[src/hw/lsuBus_params.svh]
// Size parameters for the load/store bus interface.
// Include this header wherever a word, address or line width is needed.
// The package builds all of its vector types from these values.

`ifndef LSU_BUS_PARAMS_SVH
`define LSU_BUS_PARAMS_SVH

// Data word width in bits
`define LSU_XLEN 32

// Physical address width in bits
`define LSU_PALEN 32

// Cache line geometry, LSU_LOG_WPL must equal log2 of LSU_WORDS_PER_LINE
`define LSU_WORDS_PER_LINE 4
`define LSU_LOG_WPL 2

`endif

[src/hw/lsuBusPkg.sv]
// Shared types for the load/store bus interface.
// Modules import this package inside their body and use scoped names on ports.
// Bus encodings follow the AHB-Lite transfer and burst fields.

`include "lsuBus_params.svh"

package lsuBusPkg;

  ///////////////////////////////
  // Vector types
  ///////////////////////////////
  typedef logic [`LSU_XLEN-1:0] wordT;
  typedef logic [`LSU_PALEN-1:0] adrT;
  typedef logic [`LSU_LOG_WPL-1:0] beatT;
  typedef logic [`LSU_WORDS_PER_LINE*`LSU_XLEN-1:0] lineT;

  // Transfer type on the bus, BUSY is never issued
  typedef logic [1:0] transT;
  localparam transT transIdle = 2'b00;
  localparam transT transNonseq = 2'b10;
  localparam transT transSeq = 2'b11;

  // Burst type on the bus
  typedef logic [2:0] burstT;
  localparam burstT burstSingle = 3'b000;
  localparam burstT burstIncr = 3'b001;
  localparam burstT burstIncr4 = 3'b011;
  localparam burstT burstIncr8 = 3'b101;
  localparam burstT burstIncr16 = 3'b111;

  ///////////////////////////////
  // Bus state machine
  ///////////////////////////////
  typedef enum logic [2:0] {
    stateReady,
    stateFetch,
    stateWrite,
    stateUncachedWrite,
    stateUncachedWriteDone,
    stateUncachedRead,
    stateUncachedReadDone,
    stateCpuBusy
  } busStateT;

  ///////////////////////////////
  // Grouped signals
  ///////////////////////////////
  // Processor request, readWrite bit 1 asks for a read and bit 0 for a write
  typedef struct packed {
    logic [1:0] readWrite;
    adrT adr;
    wordT wdata;
    logic cacheable;
  } cpuReqT;

  // Everything the slave samples in an address phase
  typedef struct packed {
    adrT adr;
    transT trans;
    burstT burst;
    logic write;
  } busCmdT;

endpackage

[src/hw/busFsm.sv]
// Bus sequencer of the load/store unit.
// Runs single uncached reads and writes for the processor and line bursts
// for the data cache, one transfer at a time. busAck is the bus ready signal.
// wordCount follows the address phase and wordCountDelayed the data phase.

`timescale 1ns/10ps
`include "lsuBus_params.svh"

module busFsm (
  input  logic clk,
  input  logic reset,
  input  logic ignoreRequest,
  input  logic [1:0] readWrite,
  input  logic cacheable,
  input  logic fetchLine,
  input  logic writeLine,
  input  logic busAck,
  input  logic cpuBusy,
  output logic stall,
  output logic committed,
  output logic busRead,
  output logic busWrite,
  output logic selUncachedAdr,
  output logic transComplete,
  output logic cacheBusAck,
  output lsuBusPkg::transT trans,
  output lsuBusPkg::burstT burst,
  output lsuBusPkg::beatT wordCount,
  output lsuBusPkg::beatT wordCountDelayed
);

  import lsuBusPkg::*;

  // Index of the final word of a line
  localparam beatT lastIdx = beatT'(`LSU_WORDS_PER_LINE - 1);

  // Burst length follows the line size
  localparam burstT lineBurst = (`LSU_WORDS_PER_LINE == 4) ? burstIncr4 :
                                (`LSU_WORDS_PER_LINE == 8) ? burstIncr8 :
                                (`LSU_WORDS_PER_LINE == 16) ? burstIncr16 : burstIncr;

  busStateT state;
  busStateT nextState;
  logic uncachedAccess;
  logic lineState;
  logic uncachedState;
  logic lastBeat;
  logic adrPhaseDone;
  logic cntEn;
  logic cntClear;

  ///////////////////////////////
  // State register
  ///////////////////////////////
  always_ff @(posedge clk) begin
    if (reset) begin
      state <= stateReady;
    end else begin
      state <= nextState;
    end
  end

  // Only non-cacheable processor accesses go straight to the bus
  assign uncachedAccess = ~cacheable;

  // In ready the uncached write wins, then uncached read, then line fetch and writeback
  always_comb begin
    nextState = state;
    case (state)
      stateReady: begin
        if (ignoreRequest) begin
          nextState = stateReady;
        end else if (readWrite[0] & uncachedAccess) begin
          nextState = stateUncachedWrite;
        end else if (readWrite[1] & uncachedAccess) begin
          nextState = stateUncachedRead;
        end else if (fetchLine) begin
          nextState = stateFetch;
        end else if (writeLine) begin
          nextState = stateWrite;
        end
      end
      stateUncachedWrite: begin
        if (transComplete) begin
          nextState = stateUncachedWriteDone;
        end
      end
      stateUncachedRead: begin
        if (transComplete) begin
          nextState = stateUncachedReadDone;
        end
      end
      // The processor may still be busy elsewhere, so keep the bus committed
      stateUncachedWriteDone, stateUncachedReadDone, stateCpuBusy: begin
        nextState = cpuBusy ? stateCpuBusy : stateReady;
      end
      stateFetch, stateWrite: begin
        if (transComplete) begin
          nextState = stateReady;
        end
      end
      default: nextState = stateReady;
    endcase
  end

  assign lineState = (state == stateFetch) | (state == stateWrite);
  assign uncachedState = (state == stateUncachedRead) | (state == stateUncachedWrite);

  ///////////////////////////////
  // Beat counters
  ///////////////////////////////
  // Once the data counter sits on the last word every address has been accepted
  assign lastBeat = (wordCountDelayed == lastIdx);

  // A single access has one address phase and a nonzero count marks it as taken
  assign adrPhaseDone = |wordCount;

  // Count each accepted address phase and freeze the counters while busAck is low
  assign cntEn = busAck & ((lineState & ~lastBeat) | (uncachedState & ~adrPhaseDone));
  assign cntClear = transComplete;

  always_ff @(posedge clk) begin
    if (reset | cntClear) begin
      wordCount <= '0;
      wordCountDelayed <= '0;
    end else if (cntEn) begin
      // The address counter parks on the last word while the final data phase runs
      wordCount <= (wordCount == lastIdx) ? wordCount : wordCount + beatT'(1);
      wordCountDelayed <= wordCount;
    end
  end

  ///////////////////////////////
  // Bus controls
  ///////////////////////////////
  assign burst = lineState ? lineBurst : burstSingle;

  // First beat is NONSEQ, later beats SEQ, and IDLE once only data is left
  always_comb begin
    if (lineState) begin
      if (lastBeat) begin
        trans = transIdle;
      end else if (wordCount == '0) begin
        trans = transNonseq;
      end else begin
        trans = transSeq;
      end
    end else if (uncachedState) begin
      trans = adrPhaseDone ? transIdle : transNonseq;
    end else begin
      trans = transIdle;
    end
  end

  // A transfer ends when the slave acknowledges its last data phase
  assign transComplete = busAck & ((lineState & lastBeat) | (uncachedState & adrPhaseDone));
  assign cacheBusAck = lineState & transComplete;

  assign busRead = (state == stateFetch) | (state == stateUncachedRead);
  assign busWrite = (state == stateWrite) | (state == stateUncachedWrite);

  // The request address is used from the request cycle until the access retires
  assign selUncachedAdr = ((state == stateReady) & uncachedAccess & (|readWrite)) |
                          (state == stateUncachedRead) |
                          (state == stateUncachedReadDone) |
                          (state == stateUncachedWrite) |
                          (state == stateUncachedWriteDone);

  ///////////////////////////////
  // Processor side
  ///////////////////////////////
  // Stall rises in the request cycle, before the state register moves
  assign stall = ((state == stateReady) & ~ignoreRequest &
                  ((uncachedAccess & (|readWrite)) | fetchLine | writeLine)) |
                 uncachedState | lineState;

  assign committed = (state != stateReady);

endmodule

[src/hw/lineBuffer.sv]
// Line staging register between the data cache and the bus.
// Fetched words land here one data phase at a time, and the word for
// each writeback data phase is picked from the cache line.

`timescale 1ns/10ps
`include "lsuBus_params.svh"

module lineBuffer (
  input  logic clk,
  input  logic reset,
  input  logic captureWord,
  input  lsuBusPkg::beatT wordCountDelayed,
  input  lsuBusPkg::wordT busRdData,
  input  lsuBusPkg::lineT lineWrData,
  output lsuBusPkg::lineT lineRdData,
  output lsuBusPkg::wordT wrWord
);

  import lsuBusPkg::*;

  // Per-word write enables of the fetch register
  logic [`LSU_WORDS_PER_LINE-1:0] wordEn;

  ///////////////////////////////
  // Fetch path
  ///////////////////////////////
  // The data counter names the word whose data phase is finishing
  always_comb begin
    for (int i = 0; i < `LSU_WORDS_PER_LINE; i++) begin
      wordEn[i] = captureWord & (wordCountDelayed == beatT'(i));
    end
  end

  // Each word is written once per fetch, the full line is ready after the last beat
  always_ff @(posedge clk) begin
    if (reset) begin
      lineRdData <= '0;
    end else begin
      for (int i = 0; i < `LSU_WORDS_PER_LINE; i++) begin
        if (wordEn[i]) begin
          lineRdData[i*`LSU_XLEN +: `LSU_XLEN] <= busRdData;
        end
      end
    end
  end

  ///////////////////////////////
  // Writeback path
  ///////////////////////////////
  // Write data trails its address by one beat, so the data counter does the select.
  // The cache holds lineWrData steady for the whole burst
  always_comb begin
    wrWord = '0;
    for (int i = 0; i < `LSU_WORDS_PER_LINE; i++) begin
      if (wordCountDelayed == beatT'(i)) begin
        wrWord = lineWrData[i*`LSU_XLEN +: `LSU_XLEN];
      end
    end
  end

endmodule

[src/hw/busAdapter.sv]
// Bus-facing data path of the load/store unit.
// Builds the address-phase command, aligns write data to the data phase
// and returns the word of an uncached read to the processor.

`timescale 1ns/10ps
`include "lsuBus_params.svh"

module busAdapter (
  input  logic clk,
  input  logic reset,
  input  lsuBusPkg::cpuReqT req,
  input  lsuBusPkg::adrT lineAdr,
  input  logic selUncachedAdr,
  input  logic busRead,
  input  logic busWrite,
  input  logic selLineWord,
  input  lsuBusPkg::transT trans,
  input  lsuBusPkg::burstT burst,
  input  lsuBusPkg::beatT wordCount,
  input  lsuBusPkg::wordT wrWord,
  input  lsuBusPkg::wordT busRdData,
  input  logic busAck,
  output lsuBusPkg::busCmdT busCmd,
  output lsuBusPkg::wordT busWrData,
  output lsuBusPkg::wordT rdData
);

  import lsuBusPkg::*;

  adrT beatAdr;
  logic dataSrcLine;
  wordT wdataQ;
  wordT rdDataQ;
  logic uncachedRdDone;

  ///////////////////////////////
  // Address phase
  ///////////////////////////////
  // Line beats walk up from the aligned line address one word at a time
  assign beatAdr = lineAdr + adrT'(wordCount) * adrT'(`LSU_XLEN / 8);

  always_comb begin
    busCmd.adr = selUncachedAdr ? req.adr : beatAdr;
    busCmd.trans = trans;
    busCmd.burst = burst;
    busCmd.write = busWrite;
  end

  ///////////////////////////////
  // Data phase
  ///////////////////////////////
  // When an address phase is accepted, remember where its write data comes from
  always_ff @(posedge clk) begin
    if (reset) begin
      dataSrcLine <= 1'b0;
    end else if (busAck) begin
      dataSrcLine <= selLineWord;
    end
  end

  always_ff @(posedge clk) begin
    if (busAck) begin
      wdataQ <= req.wdata;
    end
  end

  // Line words already follow the data counter, so only the select is delayed
  assign busWrData = dataSrcLine ? wrWord : wdataQ;

  // Uncached read data phase ends when ready arrives after the address has gone
  assign uncachedRdDone = busRead & selUncachedAdr & busAck & (trans == transIdle);

  always_ff @(posedge clk) begin
    if (uncachedRdDone) begin
      rdDataQ <= busRdData;
    end
  end

  // Pass the bus word through in the completing cycle and hold it afterwards
  assign rdData = uncachedRdDone ? busRdData : rdDataQ;

endmodule

[src/hw/lsuBus.sv]
// Top level of the load/store bus interface.
// Connects the processor request port, the data cache line port and an
// AHB-Lite style master port. The bus ready input also serves as the ack.

`timescale 1ns/10ps

module lsuBus (
  input  logic clk,
  input  logic reset,
  // Processor side
  input  lsuBusPkg::cpuReqT req,
  input  logic ignoreRequest,
  input  logic cpuBusy,
  output logic stall,
  output logic committed,
  output lsuBusPkg::wordT rdData,
  // Data cache side
  input  logic fetchLine,
  input  logic writeLine,
  input  lsuBusPkg::adrT lineAdr,
  input  lsuBusPkg::lineT lineWrData,
  output lsuBusPkg::lineT lineRdData,
  output logic cacheBusAck,
  // Bus side
  output lsuBusPkg::busCmdT busCmd,
  output lsuBusPkg::wordT busWrData,
  input  lsuBusPkg::wordT busRdData,
  input  logic busReady
);

  import lsuBusPkg::*;

  logic busRead;
  logic busWrite;
  logic selUncachedAdr;
  logic selLineWord;
  logic transComplete;
  logic captureWord;
  transT trans;
  burstT burst;
  beatT wordCount;
  beatT wordCountDelayed;
  wordT wrWord;

  // Line writebacks take data from the buffer, uncached writes from the request
  assign selLineWord = busWrite & ~selUncachedAdr;

  // A fetch beat's data phase is running once its first address has been taken
  assign captureWord = busRead & ~selUncachedAdr & busReady & (|wordCount);

  busFsm busFsm_inst (
    .clk(clk),
    .reset(reset),
    .ignoreRequest(ignoreRequest),
    .readWrite(req.readWrite),
    .cacheable(req.cacheable),
    .fetchLine(fetchLine),
    .writeLine(writeLine),
    .busAck(busReady),
    .cpuBusy(cpuBusy),
    .stall(stall),
    .committed(committed),
    .busRead(busRead),
    .busWrite(busWrite),
    .selUncachedAdr(selUncachedAdr),
    .transComplete(transComplete),
    .cacheBusAck(cacheBusAck),
    .trans(trans),
    .burst(burst),
    .wordCount(wordCount),
    .wordCountDelayed(wordCountDelayed)
  );

  lineBuffer lineBuffer_inst (
    .clk(clk),
    .reset(reset),
    .captureWord(captureWord),
    .wordCountDelayed(wordCountDelayed),
    .busRdData(busRdData),
    .lineWrData(lineWrData),
    .lineRdData(lineRdData),
    .wrWord(wrWord)
  );

  busAdapter busAdapter_inst (
    .clk(clk),
    .reset(reset),
    .req(req),
    .lineAdr(lineAdr),
    .selUncachedAdr(selUncachedAdr),
    .busRead(busRead),
    .busWrite(busWrite),
    .selLineWord(selLineWord),
    .trans(trans),
    .burst(burst),
    .wordCount(wordCount),
    .wrWord(wrWord),
    .busRdData(busRdData),
    .busAck(busReady),
    .busCmd(busCmd),
    .busWrData(busWrData),
    .rdData(rdData)
  );

endmodule

[config.mk]
export PLATFORM = sky130hd
export DESIGN_NAME = lsuBus
export DESIGN_NICKNAME = d
export VERILOG_FILES = /design/src/hw/lsuBusPkg.sv /design/src/hw/busFsm.sv /design/src/hw/lineBuffer.sv /design/src/hw/busAdapter.sv /design/src/hw/lsuBus.sv
export VERILOG_INCLUDE_DIRS = /design/src /design/src/hw
export SDC_FILE = /design/constraint.sdc
export NUM_CORES = 1
export LEC_CHECK = 0
export ABC_AREA = 1
export BUFFER_PORTS_ARGS = -buffer_cell sky130_fd_sc_hd__buf_2
export CELL_PAD_IN_SITES_DETAIL_PLACEMENT = 1
export CELL_PAD_IN_SITES_GLOBAL_PLACEMENT = 1
export CORE_ASPECT_RATIO = 0.75
export CORE_MARGIN = 2
export CORE_UTILIZATION = 32
export CTS_CLUSTER_DIAMETER = 150
export DETAILED_ROUTE_END_ITERATION = 8
export GPL_TIMING_DRIVEN = 0
export PLACE_DENSITY_LB_ADDON = 0.3
export SLEW_MARGIN = 15
export SYNTH_ARGS = -nofsm -noshare
export SYNTH_HDL_FRONTEND = slang
export SYNTH_HIERARCHICAL = 1
export SYNTH_SLANG_ARGS = --single-unit
[constraint.sdc]
create_clock -name clk -period 2.1 [get_ports clk]
set_input_delay 0.21 -clock clk [delete_from_list [all_inputs] [get_ports clk]]
set_output_delay 0.21 -clock clk [all_outputs]
set_load 0.05 [all_outputs]
==> results of run 1 <==
-- path summary, 6_finish.rpt --
path / start / end
setup reg to reg: busFsm_inst/state[0] / lineBuffer_inst/lineRdData[113]
hold reg to reg: lineBuffer_inst/lineRdData[20] / lineBuffer_inst/lineRdData[20]
hold / removal: busRdData[3] / lineBuffer_inst/lineRdData[99]
setup / recovery: busFsm_inst/state[0] / rdData[27]
-- stage by stage --
step           worst slack, ps  area [µm²]  hold WS, ps  std cells  total power (µW)
2_1_floorplan             -232       11200          282       1611              9600
3_3_place_gp              -873       14300          387       2558             11300
3_5_place_dp              -896       14300          389       2558             11400
4_1_cts                   -614       18000         62.8       2703             17600
5_1_grt                   -802       18500         81.4       2720             18800
6_report                  -657       18500         81.3       2721             18200
-- area by class of cell --
cell class                      instances  area [µm²]
Sequential cell                       200        4340
Antenna cell                            8        20.0
Buffer                                 94        1010
Clock buffer                           18         439
Multi-Input combinational cell       1108        6350
Inverter                              211         792
Fill cell                            4119       14800
Clock inverter                         14         181
Tap cell                              450         563
Timing Repair Buffer                  618        4760
-- worst register-to-register path, cell delays in order, from the launching register on --
cell	delay, ps
dfxtp_4	370
nand2_2	80
nor2_1	50
inv_1	60
o211ai_1	140
buf_4	180
buf_6	110
buf_6	110
buf_6	120
inv_2	40
nand3_2	80
nor2_4	180
buf_4	130
buf_6	120
nand3_4	160
buf_6	210
nand2_1	80
nand2_1	70
nor2_1	120
-- metal layers --
layer,vias up,GRT usage,routed length [µm]
li1,6300,-,-
met1,6570,0.386,23800
met2,563,0.531,27600
met3,152,0.0749,3940
met4,12,0.129,2360
met5,-,0,78
-- power by group --
| part | switching (µW) | internal, µW |
|---|---|---|
| logic | 6130 | 3950 |
| clock network | 1770 | 1850 |
| registers | 216 | 4280 |
| total | 8120 | 10100 |
-- registers in the layout (all words and copies together) (netlist names) --
register / flops
busAdapter_inst/rdDataQ: 32
lineBuffer_inst/lineRdData: 128
busFsm_inst/wordCountDelayed: 2
busFsm_inst/state: 3
busFsm_inst/wordCount: 2
busAdapter_inst/dataSrcLine: 1
busAdapter_inst/wdataQ: 32
-- placed cells by master (no fill, tap or decap), drive strengths merged, types with 4 or more instances in the layout --
cell,instances
ha,4
nand3,171
buf,652
a21oi,44
diode,8
mux2,32
nand4,35
clkbuf,45
dlygate4sd3,33
o21ai,47
edfxtp,32
dfxtp,168
clkinv,5
inv,218
nand2,472
nor2,283
xor2,9
-- timing repair --
action,4_1_cts,5_1_grt
buffers inserted,63,12
pin swaps,55,21
hold buffers,33,0
gates resized for setup,563,96
setup endpoints to repair,259,238
endpoints found under the hold margin,33,0
gates cloned,21,3
==> metrics.md, run 1 <==
| Metric | Value |
|---|---|
| VDD IR max | `between 1000 and 1500 µV` |
| Final number of hold-violating endpoints | `0` |
| Fin util | `0.555` |
| Syn Area/Cell | `between 6 and 7 µm²` |
| First-pass GRT wire length | `84100 µm` |
| Worst reg-to-reg setup slack | `-380 ps` |
| CP peak stage delay | `about 370 ps` |
| HP Class | `in -> reg` |
| Clock sinks | `200` |
| Area growth, synth to finish | `72.1%` |
| Clock Latency Late Sink | `between 400 and 500 ps` |
| Core Area | `between 30000 and 40000 µm²` |
| Setup crit end kind | `primary output` |
| Final worst-path cycle share | `1.31` |
| Tightest Pin Transition | `roughly 1100 ps` |
| Site row count | `between 50 and 60` |
| Cells after Synth | `around 1.6k` |
| Vias in the first global route | `between 10k and 15k` |
| CTS buffer count | `17` |
| Die area | `about 35000 µm²` |
| Leak | `roughly 0.0095 µW` |
| Power per cell area | `roughly 990 nW/µm²` |
| Gr usage total | `0.314` |
| Post-Syn Area | `between 10000 and 15000 µm²` |
| Sum Neg Setup Slack | `-72600 ps` |
| CTS tree | `done` |
| Fmax | `between 0.3 and 0.4 GHz` |
| Crit Path Category | `reg -> out` |
| Grt ovf | `0` |
| Register-to-Register Path Depth | `18` |
| Max cap viols | `0` |
| Clock Skew | `roughly 16 ps` |
| Syn Nets | `~1.9k` |
| Min setup slack post-route | `-657 ps` |
| RSZ-0062 raised after global routing | `yes` |
| Root Buffer | `clkbuf_16` |
| CP required | `around 1900 ps` |
| Vias | `between 10k and 15k` |
| Hold depth | `3` |
| Port bufs | `497` |
| DP HPWL | `between 30000 and 40000 µm` |
| Cell family contributing the most delay on the critical path | `buffers and inverters` |
| H-Tree Depth | `4` |
| WP buf/inv | `4` |
| RePlAce Congestion | `0.927` |
| Final WL | `a little under 60000 µm` |
| Routed wire per std cell | `21.2 µm` |
| Failing checks | `setup timing` |
| Ratio of cells with drive above 1 in the final layout | `0.427` |
| Crit path time final | `~2800 ps` |
| 1st-iter DRT viols | `just under 800` |
| Starting Density | `0.323` |
| Via-per-instance ratio | `about 5` |
| Setup violators final | `227` |
| Initial antenna violation count | `16` |
| Worst slew margin | `0.259` |
| Clk buf depth | `2` |
| Drt drc | `0` |
| Worst path slowest cell | `dfxtp_4` |
| Crit path max fanout | `7` |
| DR pass1 iterations | `7` |
| IO Count | `499` |
| CP Depth | `10` |
| Fin. max-slew vios | `0` |
| Die Y | `about 160 µm` |
| Crit path DAT | `about 2600 ps` |
| Yosys warns | `6` |
| Clock transition at the registers of the reported paths | `about 90 ps` |
| Critical Path Start Type | `flop` |
| Chip width | `about 220 µm` |
| Outcome | `finished, violations left` |
| Crit path cell chain | `nor2_4 -> nand2_4 -> o211ai_1 -> inv_2 -> nor3_4 -> nand3_4 -> buf_12 -> clkbuf_16 -> o21ai_4 -> buf_6` |
| Nets | `between 2k and 3k` |
| ANT nets after route | `0` |
| Pin count of the biggest net entering global routing | `43` |
(Power assumes the default switching activity.)
==> run 2: changes to the inputs <==
--- a/config.mk
+++ b/config.mk
@@ -6,15 +6,13 @@
 export SDC_FILE = /design/constraint.sdc
 export NUM_CORES = 1
 export LEC_CHECK = 0
-export ABC_AREA = 1
 export BUFFER_PORTS_ARGS = -buffer_cell sky130_fd_sc_hd__buf_2
 export CELL_PAD_IN_SITES_DETAIL_PLACEMENT = 1
 export CELL_PAD_IN_SITES_GLOBAL_PLACEMENT = 1
-export CORE_ASPECT_RATIO = 0.75
-export CORE_MARGIN = 2
-export CORE_UTILIZATION = 32
+export CORE_AREA = 2 2 196 198
 export CTS_CLUSTER_DIAMETER = 150
 export DETAILED_ROUTE_END_ITERATION = 8
+export DIE_AREA = 0 0 198 200
 export GPL_TIMING_DRIVEN = 0
 export PLACE_DENSITY_LB_ADDON = 0.3
 export SLEW_MARGIN = 15
==> metrics.md, run 2 <==
| Metric | Value |
|---|---|
| RSZ-0062 raised after global routing | `yes (unchanged)` |
| Most frequent cells in the layout | `397 x buf_2, 163 x dfxtp_1, 162 x nand2b_1, 133 x mux2i_1, 80 x buf_6 (was 415 x buf_2, 366 x nand2_1, 242 x nor2_1, 201 x inv_1, 162 x dfxtp_1)` |
| Register-to-Register Path Depth | `11 (was 18)` |
| Fmax | `0.331 GHz (was 0.363 GHz)` |
| Cell family contributing the most delay on the critical path | `buffers and inverters (unchanged)` |
| Worst Hold Path EP | `busAdapter_inst/rdDataQ[9] (was lineBuffer_inst/lineRdData[99])` |
| Clock transition at the registers of the reported paths | `80 ps (was 90 ps)` |
| Starting Density | `0.267 (was 0.323)` |
| Area growth, synth to finish | `72.3% (was 72.1%)` |
| Fill count | `4137 (was 4119)` |
| Setup crit end kind | `primary output (unchanged)` |
| CP required | `1890 ps (about the same)` |
| RePlAce Congestion | `0.855 (was 0.927)` |
| Fin. max-slew vios | `0 (unchanged)` |
| Leak | `0.00807 µW (was 0.00950 µW)` |
| Clk buf depth | `2 (unchanged)` |
| IO Count | `499 (unchanged)` |
| Clock Skew | `15.3 ps (was 15.9 ps)` |
| Regs by FF count | `lineBuffer_inst/lineRdData x128, busAdapter_inst/rdDataQ x32, busAdapter_inst/wdataQ x32 (unchanged)` |
| Hold_sp | `busRdData[9] (was busRdData[3])` |
| Crit path time final | `3020 ps (was 2760 ps)` |
| Sw Ratio | `0.431 (was 0.446)` |
| Worst reg-to-reg setup slack | `-230 ps (was -380 ps)` |
| Final WL | `45700 µm (was 57800 µm)` |
| Routed wire per std cell | `22.2 µm (was 21.2 µm)` |
| Syn Nets | `1174 (was 1882)` |
| Nets | `1798 (was 2521)` |
| Top sig layer | `met5 (unchanged)` |
| CP peak stage delay | `370 ps (about the same)` |
| Core Area | `37400 µm² (was 33200 µm²)` |
| Flop pwr share | `0.234 (was 0.247)` |
| Gr usage total | `0.220 (was 0.314)` |
| Tightest Pin Transition | `1050 ps (was 1110 ps)` |
| Hold slack final | `27.2 ps (was 81.3 ps)` |
| Initial antenna violation count | `19 (was 16)` |
| Vias in the first global route | `10.5k (was 14.3k)` |
| Worst slew margin | `0.303 (was 0.259)` |
| CTS buffer count | `17 (unchanged)` |
| Crit path DAT | `2810 ps (was 2550 ps)` |
| Post-Syn Area | `9970 µm² (was 10700 µm²)` |
| Root Buffer | `clkbuf_16 (unchanged)` |
| Routed wl met3 | `3200 µm (was 3940 µm)` |
| Clock Latency Late Sink | `450 ps (was 460 ps)` |
| Crit Path Category | `reg -> out (unchanged)` |
| Crit path cell chain | `buf_4 -> inv_2 -> ha_4 -> and4b_1 -> a41oi_2 -> nand2_1 -> nor2_1 -> nand4_1 -> buf_8 -> clkbuf_16 -> mux2_4 -> buf_12 (was nor2_4 -> nand2_4 -> o211ai_1 -> inv_2 -> nor3_4 -> nand3_4 -> buf_12 -> clkbuf_16 -> o21ai_4 -> buf_6)` |
| NetSw | `8250 µW (was 8120 µW)` |
| Cells after Synth | `903 (was 1611)` |
| Via-per-instance ratio | `4.71 (was 5.00)` |
| 1st-iter DRT viols | `254 (was 788)` |
| Failing checks | `setup timing (unchanged)` |
| Min setup slack post-route | `-920 ps (was -657 ps)` |
| Syn Area/Cell | `11.0 µm² (was 6.66 µm²)` |
| Drt drc | `0 (unchanged)` |
| Die area | `39600 µm² (was 35000 µm²)` |
| Vias | `9714 (was 13.6k)` |
| Internal | `10900 µW (was 10100 µW)` |
| Reg2reg end | `busAdapter_inst/rdDataQ[30] (was lineBuffer_inst/lineRdData[113])` |
| WP buf/inv | `5 (was 4)` |
| Crit path max fanout | `7 (unchanged)` |
| Die Y | `200 µm (was 163 µm)` |
| Site row count | `71 (was 58)` |
| Chip width | `198 µm (was 215 µm)` |
| VDD IR max | `872 µV (was 1070 µV)` |
| Yosys warns | `6 (unchanged)` |
| Clock power share | `0.171 (was 0.199)` |
| H-Tree Depth | `4 (unchanged)` |
| ANT nets after route | `0 (unchanged)` |
| Critical Path Start Type | `flop (unchanged)` |
| Power per cell area | `1110 nW/µm² (was 987 nW/µm²)` |
| WL met2 | `24000 µm (was 27600 µm)` |
| Grt ovf | `0 (unchanged)` |
| Commonest non-fill, non-tap cell in the layout | `buf_2 (unchanged)` |
| Final number of hold-violating endpoints | `0 (unchanged)` |
| Pin count of the biggest net entering global routing | `42 (was 43)` |
| Ratio of cells with drive above 1 in the final layout | `0.566 (was 0.427)` |
| Max FFs per register | `128 (unchanged)` |
| Clock sinks | `200 (unchanged)` |
| Max cap viols | `0 (unchanged)` |
| DP HPWL | `33000 µm (was 38400 µm)` |
| First-pass GRT wire length | `64600 µm (was 84100 µm)` |
| DR pass1 iterations | `4 (was 7)` |
| Hold depth | `2 (was 3)` |
| CTS tree | `done (unchanged)` |
| Sum Neg Setup Slack | `-66940 ps (was -72600 ps)` |
| HP Class | `in -> reg (unchanged)` |
| Port bufs | `497 (unchanged)` |
| Outcome | `finished, violations left (unchanged)` |
| Reg-to-Reg Start | `busFsm_inst/wordCount[0] (was busFsm_inst/state[0])` |
| Worst path slowest cell | `dfxtp_4 (unchanged)` |
| Setup violators final | `134 (was 227)` |
| Comb power frac | `0.596 (was 0.554)` |
| M1 WL | `16600 µm (was 23800 µm)` |
| Most flops, register | `lineBuffer_inst/lineRdData (unchanged)` |
| Final worst-path cycle share | `1.44 (was 1.31)` |
==> run 2: stage by stage <==
step                      setup WS [ps]  total power (µW)  instance area (µm²)   util  std cells
after floorplan                    -453             10700                10500      -        903
after detailed placement          -1240             12500                13600  0.364       1911
after global routing              -1040             19900                17200  0.460       2062
after global placement            -1200             12400                13600  0.364       1911
final                              -920             19200                17200  0.460       2062
after CTS                          -934             18700                16800  0.448       2041
==> run 2: routing by layer <==
metal  global-route usage  up-vias
met5                    0        -
met4               0.0964        6
met3               0.0620       96
met2                0.410      363
met1                0.231     4784
li1                     -     4465
==> run 2: area by class of cell <==
type,count,area [µm²],area share
Antenna cell,11,27.5,0.00160
Clock inverter,12,103,0.00597
Inverter,14,63.8,0.00371
Timing Repair Buffer,608,4540,0.264
Multi-Input combinational cell,618,6240,0.363
Sequential cell,200,4340,0.253
Clock buffer,20,467,0.0272
Tap cell,511,639,0.0372
Buffer,68,759,0.0442
==> run 2: worst max path at each step <==
stage                                        start         end  cells after the start
after floorplan           busFsm_inst/wordCount[0]  busCmd[34]                      8
after global placement        busFsm_inst/state[1]   rdData[8]                     10
after detailed placement      busFsm_inst/state[1]   rdData[3]                     10
after CTS                 busFsm_inst/wordCount[0]  busCmd[34]                     10
after global routing      busFsm_inst/wordCount[0]  busCmd[34]                     10
final                     busFsm_inst/wordCount[0]  rdData[19]                     12
==> run 2: timing repair <==
item / in CTS / in global routing
endpoints found under the setup margin: 256 / 257
buffers inserted: 48 / 20
gates resized for setup: 428 / 104
hold buffers: 35 / 0
pin swaps: 22 / 29
cloned: 15 / 2
hold endpoints to repair: 35 / 0
==> run 2: power groups by stage <==
stage          registers [µW]  clock network [µW]  logic [µW]
4_1_cts                  4480                3400       10800
2_1_floorplan            4550                   0        6130
3_3_place_gp             4540                   0        7880
3_5_place_dp             4560                   0        7930
5_1_grt                  4520                3540       11800
6_report                 4480                3270       11400
==> run 2: worst register-to-register path, stage by stage, from the launching register on <==
cell,delay [ps]
dfxtp_4,370
buf_4,120
inv_2,40
ha_4,180
and4b_1,210
a41oi_2,200
nand2_1,120
nor2_1,120
nand4_1,130
buf_8,230
clkbuf_16,180
mux2_4,320
